$ cat config.mk
export PLATFORM = sky130hd
export DESIGN_NAME = kbd_display_top
export DESIGN_NICKNAME = d
export VERILOG_FILES = /design/src/ps2_pkg.sv /design/src/disp_pkg.sv /design/src/ps2_receiver.sv /design/src/key_tracker.sv /design/src/seg7_decoder.sv /design/src/kbd_display_top.sv
export SDC_FILE = /design/constraint.sdc
export NUM_CORES = 1
export LEC_CHECK = 0
export BUFFER_PORTS_ARGS = -buffer_cell sky130_fd_sc_hd__buf_2
export CORE_ASPECT_RATIO = 1.4
export CORE_MARGIN = 2
export CORE_UTILIZATION = 60
export CTS_BUF_LIST = sky130_fd_sc_hd__clkbuf_16
export CTS_CLUSTER_DIAMETER = 80
export DETAILED_ROUTE_END_ITERATION = 10
export PLACE_DENSITY = 0.78
export SYNTH_ARGS = -nofsm -noshare
export SYNTH_HDL_FRONTEND = slang
export SYNTH_HIERARCHICAL = 1
export SYNTH_SLANG_ARGS = --single-unit
$ cat constraint.sdc
create_clock -name clk -period 3.4 [get_ports clk]
set_input_delay 0.34 -clock clk [delete_from_list [all_inputs] [get_ports clk]]
set_output_delay 0.34 -clock clk [all_outputs]
set_load 0.02 [all_outputs]
$ cat src/ps2_pkg.sv
package ps2_pkg;

    // ----------------------------------------
    // frame layout on the PS/2 wire
    // ----------------------------------------

    // members are declared MSB first, so bit 0 holds the start bit,
    // the first bit on the wire, and data keeps its natural bit order
    typedef struct packed {
        logic       stop;
        logic       parity;
        logic [7:0] data;
        logic       start;
    } ps2_frame_t;

    localparam int FRAME_BITS = 11;

    // keyboard prefix sent before the code of a released key
    localparam logic [7:0] BREAK_CODE = 8'hF0;

    // ----------------------------------------
    // receive FIFO sizing
    // ----------------------------------------

    // depth must be a power of two
    localparam int FIFO_DEPTH = 8;
    localparam int FIFO_AW = $clog2(FIFO_DEPTH);

    // one extra bit tells a full FIFO from an empty one
    typedef logic [FIFO_AW:0] fifo_ptr_t;

    // ----------------------------------------
    // key tracker FSM
    // ----------------------------------------

    typedef enum logic [1:0] {
        IDLE,
        FETCH,
        MAKE,
        BREAK
    } key_state_t;

endpackage

$ cat src/disp_pkg.sv
package disp_pkg;

    // seven-segment pattern, active low
    // segments a to g sit in bits 0 to 6, bit 7 is the decimal point
    typedef logic [7:0] seg_t;

    // every segment and the decimal point dark
    localparam seg_t SEG_BLANK = 8'hFF;

    // the two hex digits of the key value and a shared blank flag
    typedef struct packed {
        logic [3:0] hi;
        logic [3:0] lo;
        logic       blank;
    } hex_pair_t;

endpackage

$ cat src/ps2_receiver.sv
`timescale 1ns/1ns

module ps2_receiver
(
    input  logic       clk,
    input  logic       rst,
    input  logic       ps2_clk,
    input  logic       ps2_dat,
    input  logic       nextdata_n,
    output logic [7:0] data,
    output logic       ready
);

    logic                  clk_s1;
    logic                  clk_s2;
    logic                  clk_s3;
    logic                  dat_s1;
    logic                  dat_s2;
    logic                  fall;
    logic [3:0]            bit_cnt;
    logic                  frame_done;
    logic                  frame_ok;
    ps2_pkg::ps2_frame_t   frame;
    logic [7:0]            mem [ps2_pkg::FIFO_DEPTH];
    ps2_pkg::fifo_ptr_t    wr_ptr;
    ps2_pkg::fifo_ptr_t    rd_ptr;
    logic                  empty;
    logic                  full;
    logic                  push;
    logic                  pop;

    // ----------------------------------------
    // line synchronizers
    // ----------------------------------------

    // both lines idle high, so the flops start high and no false edge follows reset
    always_ff @(posedge clk)
    begin
        if (!rst)
        begin
            clk_s1 <= 1'b1;
            clk_s2 <= 1'b1;
            clk_s3 <= 1'b1;
            dat_s1 <= 1'b1;
            dat_s2 <= 1'b1;
        end
        else
        begin
            clk_s1 <= ps2_clk;
            clk_s2 <= clk_s1;
            clk_s3 <= clk_s2;
            dat_s1 <= ps2_dat;
            dat_s2 <= dat_s1;
        end
    end

    assign fall = clk_s3 & ~clk_s2;

    // ----------------------------------------
    // frame deserializer
    // ----------------------------------------

    always_ff @(posedge clk)
    begin
        if (!rst)
        begin
            bit_cnt    <= '0;
            frame_done <= 1'b0;
        end
        else
        begin
            frame_done <= 1'b0;
            if (fall)
            begin
                if (bit_cnt == 4'(ps2_pkg::FRAME_BITS - 1))
                begin
                    bit_cnt    <= '0;
                    frame_done <= 1'b1;
                end
                else
                begin
                    bit_cnt <= bit_cnt + 4'd1;
                end
            end
        end
    end

    // bits arrive LSB first and shift in from the top
    always_ff @(posedge clk)
    begin
        if (fall)
            frame <= {dat_s2, frame[ps2_pkg::FRAME_BITS-1:1]};
    end

    // start low, stop high, odd parity over data and parity bit
    assign frame_ok = ~frame.start & frame.stop & (^{frame.data, frame.parity});

    // a bad frame or a full FIFO drops the byte
    assign push = frame_done & frame_ok & ~full;
    assign pop  = ~nextdata_n & ~empty;

    // ----------------------------------------
    // receive FIFO
    // ----------------------------------------

    always_ff @(posedge clk)
    begin
        if (push)
            mem[wr_ptr[ps2_pkg::FIFO_AW-1:0]] <= frame.data;
    end

    always_ff @(posedge clk)
    begin
        if (!rst)
        begin
            wr_ptr <= '0;
            rd_ptr <= '0;
        end
        else
        begin
            if (push)
                wr_ptr <= wr_ptr + ps2_pkg::fifo_ptr_t'(1);
            if (pop)
                rd_ptr <= rd_ptr + ps2_pkg::fifo_ptr_t'(1);
        end
    end

    assign empty = (wr_ptr == rd_ptr);
    assign full  = (wr_ptr[ps2_pkg::FIFO_AW] != rd_ptr[ps2_pkg::FIFO_AW])
                && (wr_ptr[ps2_pkg::FIFO_AW-1:0] == rd_ptr[ps2_pkg::FIFO_AW-1:0]);

    assign ready = ~empty;
    assign data  = mem[rd_ptr[ps2_pkg::FIFO_AW-1:0]];

    // the tracker may only pop while a byte is waiting
    a_no_pop_empty: assert property (@(posedge clk) disable iff (!rst)
        !nextdata_n |-> ready);

    // fill level stays within the depth, so reads never overtake writes
    a_ptr_order: assert property (@(posedge clk) disable iff (!rst)
        ps2_pkg::fifo_ptr_t'(wr_ptr - rd_ptr) <= ps2_pkg::FIFO_DEPTH);

endmodule

$ cat src/key_tracker.sv
`timescale 1ns/1ns

module key_tracker
(
    input  logic                clk,
    input  logic                rst,
    input  logic                ready,
    input  logic [7:0]          data,
    output logic                nextdata_n,
    output disp_pkg::hex_pair_t digits
);

    ps2_pkg::key_state_t state;
    logic [7:0]          byte_q;
    logic [7:0]          key_value;
    logic                break_pending;

    // ----------------------------------------
    // fetch FSM
    // ----------------------------------------

    // nextdata_n drops on entry to FETCH and pops the head at the end of it
    always_ff @(posedge clk)
    begin
        if (!rst)
        begin
            state      <= ps2_pkg::IDLE;
            nextdata_n <= 1'b1;
        end
        else
        begin
            nextdata_n <= 1'b1;
            case (state)
                ps2_pkg::IDLE:
                begin
                    if (ready)
                    begin
                        state      <= ps2_pkg::FETCH;
                        nextdata_n <= 1'b0;
                    end
                end
                ps2_pkg::FETCH:
                begin
                    if (data == ps2_pkg::BREAK_CODE)
                        state <= ps2_pkg::BREAK;
                    else
                        state <= ps2_pkg::MAKE;
                end
                default:
                begin
                    state <= ps2_pkg::IDLE;
                end
            endcase
        end
    end

    // head of the FIFO is still valid during FETCH
    always_ff @(posedge clk)
    begin
        if (state == ps2_pkg::FETCH)
            byte_q <= data;
    end

    // ----------------------------------------
    // key value
    // ----------------------------------------

    // the code after a break prefix names the released key and clears the value
    always_ff @(posedge clk)
    begin
        if (!rst)
        begin
            key_value     <= 8'h00;
            break_pending <= 1'b0;
        end
        else if (state == ps2_pkg::BREAK)
        begin
            break_pending <= 1'b1;
        end
        else if (state == ps2_pkg::MAKE)
        begin
            key_value     <= break_pending ? 8'h00 : byte_q;
            break_pending <= 1'b0;
        end
    end

    always_comb
    begin
        digits.hi    = key_value[7:4];
        digits.lo    = key_value[3:0];
        digits.blank = (key_value == 8'h00);
    end

    a_pop_in_fetch: assert property (@(posedge clk) disable iff (!rst)
        !nextdata_n |-> state == ps2_pkg::FETCH);

    // all four encodings are states, so only an unknown value is illegal
    a_state_legal: assert property (@(posedge clk) disable iff (!rst)
        !$isunknown(state));

endmodule

$ cat src/seg7_decoder.sv
`timescale 1ns/1ns

module seg7_decoder
(
    input  logic           [3:0] num,
    input  logic                 blank,
    output disp_pkg::seg_t       seg_out
);

    disp_pkg::seg_t pattern;

    // common-anode patterns, a in bit 0 through g in bit 6, dp kept dark
    always_comb
    begin
        case (num)
            4'h0: pattern = 8'hC0;
            4'h1: pattern = 8'hF9;
            4'h2: pattern = 8'hA4;
            4'h3: pattern = 8'hB0;
            4'h4: pattern = 8'h99;
            4'h5: pattern = 8'h92;
            4'h6: pattern = 8'h82;
            4'h7: pattern = 8'hF8;
            4'h8: pattern = 8'h80;
            4'h9: pattern = 8'h90;
            4'hA: pattern = 8'h88;
            4'hB: pattern = 8'h83;
            4'hC: pattern = 8'hC6;
            4'hD: pattern = 8'hA1;
            4'hE: pattern = 8'h86;
            default: pattern = 8'h8E;
        endcase
    end

    assign seg_out = blank ? disp_pkg::SEG_BLANK : pattern;

endmodule

$ cat src/kbd_display_top.sv
`timescale 1ns/1ns

module kbd_display_top
(
    input  logic           clk,
    input  logic           rst,
    input  logic           ps2_clk,
    input  logic           ps2_dat,
    output disp_pkg::seg_t seg1,
    output disp_pkg::seg_t seg2
);

    logic [7:0]          rx_data;
    logic                rx_ready;
    logic                nextdata_n;
    disp_pkg::hex_pair_t digits;

    ps2_receiver rx_i
    (
        .clk        (clk),
        .rst        (rst),
        .ps2_clk    (ps2_clk),
        .ps2_dat    (ps2_dat),
        .nextdata_n (nextdata_n),
        .data       (rx_data),
        .ready      (rx_ready)
    );

    key_tracker trk_i
    (
        .clk        (clk),
        .rst        (rst),
        .ready      (rx_ready),
        .data       (rx_data),
        .nextdata_n (nextdata_n),
        .digits     (digits)
    );

    // seg1 shows the low digit, seg2 the high digit
    seg7_decoder seg_lo_i
    (
        .num     (digits.lo),
        .blank   (digits.blank),
        .seg_out (seg1)
    );

    seg7_decoder seg_hi_i
    (
        .num     (digits.hi),
        .blank   (digits.blank),
        .seg_out (seg2)
    );

endmodule

==> impl_metrics.ini <==
[setup_path]
reg2reg_to = rx_i/mem[7][0]
worst_setup_path_start_kind = register
critPathKind = reg2reg
cp.required_ps = 3430
crit_end = rx_i/mem[7][0]
ff2ff_setup_slack_ps = 560
arrival_ps = 2870
r2r-start = rx_i/frame[2]
end_kind = register
cp-startpoint = rx_i/frame[2]
cp_max_fo = 10
reg2reg_depth = 5

[logic_synthesis]
syn_area_per_cell_sq_um = 14.7
synth_seq_area_share_pct = 60.8
synthArstFlopShare_pct = 0
synth_fp_nets = 372
synth_cell_types = 60
synth_area_sq_um = 5180
syn_inst = 352
synth_seq_cells = 116
ys.flop_type = edfxtp_1
synth_edf_count = 83
synth.yosys.warnings = 6

[final_layout]
num-fill-cells = 534
design_area_sq_um = 5960
drive_above_1_share_pct = 23.5
final_cell_mix = 83 x edfxtp_1, 33 x dfxtp_1, 22 x nand2_1, 19 x clkbuf_16, 17 x buf_2
layout.nets = 395
syn_to_final_growth_pct = 14.9
fin_cells = 493
final_common_cell = edfxtp_1
regArea_sq_um = 3150
num_antenna_cells = 0
multiInputGateArea_sq_um = 1880

[grt]
grt_first_pass_wirelength_microns = 14600
grt_pass1_vias = 2903
antenna_found_initial = 0
gr-total-overflow = 0
grt_max_degree = 32
track_usage_pct = 22.1

[detailed_routing]
met3RoutedLength_microns = 292
met1_length_microns = 3540
totalWireLength_microns = 9470
wl_per_cell_microns = 19.2
drt_iter0_drc = 73
viasPerCell = 5.83
route.met2.wl_microns = 5400
ant_nets = 0
highest_layer = met4
drt_first_pass_iters = 4
drc = 0
vias = 2874

[clock_tree]
cts_tree = done
clk_pin_slew_ps = 50
postCtsResizedCells = 0
cts_max_level = 4
numCtsBuffers = 17
clk_latency_ps = 400
clockRootBuffer = clkbuf_16
clk_path_buf_depth = 2
cts_hold_buf = 0
cts.sinks = 116
cts_setup_buffers = 0

[placement]
place_inst = 461
dpl_cell_area_sq_um = 5340
routabilityCongestion = 0.771
post-place-ws_ps = 575
numPortBuffers = 17
hpwl_microns = 6100

[power]
powerDensity_nw_per_um2 = 563
p_clk_share_pct = 53.8
p_seq_share_pct = 45.3
combPwrFrac_pct = 0.9
p_int_mw = 2.75
finalPower_mw = 3.36
swShare_pct = 18.2
leakage_nw = 2.06
peakVddDrop_v = 0.000464
p_sw_mw = 0.610

[worst_hold_path]
hold_start = ps2_dat
holdCritPathClass = in2reg

[timing]
slew_violations = 0
fin_skew_ps = 9.27
hold_viol = 0
setup_ws_ps = 560
period_share_pct = 83.5
maxSlewHeadroom_pct = 46.7
tightest_slew_ps = 798
tns_ps = 0
rsz0062_at_grt = no
finalSetupViolCount = 0
max_freq_ghz = 0.352
fin_crit_ps = 2840

[die]
num_io_pins = 20
die_h_microns = 114
num_rows = 40
core_sq_um = 8510
die_width_microns = 82.6
start_util_pct = 60.9
dieArea_sq_um = 9410

[job]
drv_cap = 0

[outcome]
status = finished, final reports clean
## logic make-up after synthesis
kind of cell,Yosys count,share of synthesized area [%]
AO/OA/AOI/OAI,38,6.18
other,2,0.145
XOR/XNOR,17,3.28
flip-flops,116,60.8
adder cells (fa/ha/maj),16,3.86
multiplexers,36,11.1
AND/OR/NAND/NOR,97,11.6
buffers and inverters,30,2.99
## layout make-up
cell class	instances	area share [%]
timing repair buffer	25	2.44
clock buffer	19	7.98
inverter	9	0.567
sequential	116	52.9
tap	105	2.21
clock inverter	13	2.35
multi-input combinational	206	31.5
## through the flow
step	hold WS (ps)	util, %
final	118	70.0
after global placement	393	62.8
after floorplan	386	-
after CTS	103	70.0
after detailed placement	399	62.8
after global routing	117	70.0
## how the worst min path moves through the flow
| stage | to | slack, ps | cells after the start |
|---|---|---|---|
| floorplan | rx_i/frame[10] | 390 | 0 |
| global placement | rx_i/frame[10] | 390 | 0 |
| detailed placement | rx_i/frame[10] | 400 | 0 |
| CTS | rx_i/dat_s1 | 100 | 2 |
| global route | rx_i/clk_s1 | 120 | 2 |
| finish | rx_i/dat_s1 | 120 | 2 |
## synth_stat cells, types with 4 or more instances
cell      count  area share, %
inv_1         9           0.65
a21boi_2      6            1.3
clkbuf_1      5           0.36
xor2_1        6            1.0
xnor2_1       9            1.5
buf_4         5           0.72
mux2_2        9            2.0
nand2b_1      9            1.1
buf_2         6           0.58
a21boi_1      5           0.72
mux4_2       16            6.9
dfxtp_1      33             13
a221o_1       4           0.77
nor2b_1       8           0.97
nand2_1      22            1.6
mux2i_1       8            1.5
nor2_1        9           0.65
o21ai_0       6           0.58
nand3b_1      8            1.2
ha_1         16            3.9
edfxtp_1     83             48
and2_1        6           0.72
or4_1         4           0.58
## flip-flops by register name (all words and copies together) (netlist names), named ones only
signal	count
rx_i/dat_s2	1
rx_i/clk_s2	1
trk_i/state	2
rx_i/rd_ptr	4
rx_i/wr_ptr	4
trk_i/byte_q	8
rx_i/bit_cnt	4
rx_i/dat_s1	1
trk_i/nextdata_n	1
rx_i/frame	11
rx_i/mem	64
rx_i/clk_s3	1
rx_i/frame_done	1
trk_i/key_value	8
trk_i/break_pending	1
rx_i/clk_s1	1
## per-layer routing
layer	global-route usage, %	up-vias
met4	10.4	0
met1	21.4	1449
met3	6.41	15
met5	0	-
met2	41.3	48
li1	-	1362
## worst max-delay path, stage by stage, from the launching register on
cell	delay, ps
edfxtp_1	520
xor2_1	240
xnor3_1	450
xnor2_1	240
or2_1	360
nor2_1	650
## power by group through the flow
stage,sequential [mW],combinational [mW],clock [mW]
floorplan,1.54,0.0252,0
global placement,1.55,0.0285,0
detailed placement,1.55,0.0298,0
CTS,1.52,0.0301,1.83
global route,1.52,0.0325,1.89
finish,1.52,0.0296,1.81
No activity file was read; power rests on OpenSTA's default activity.
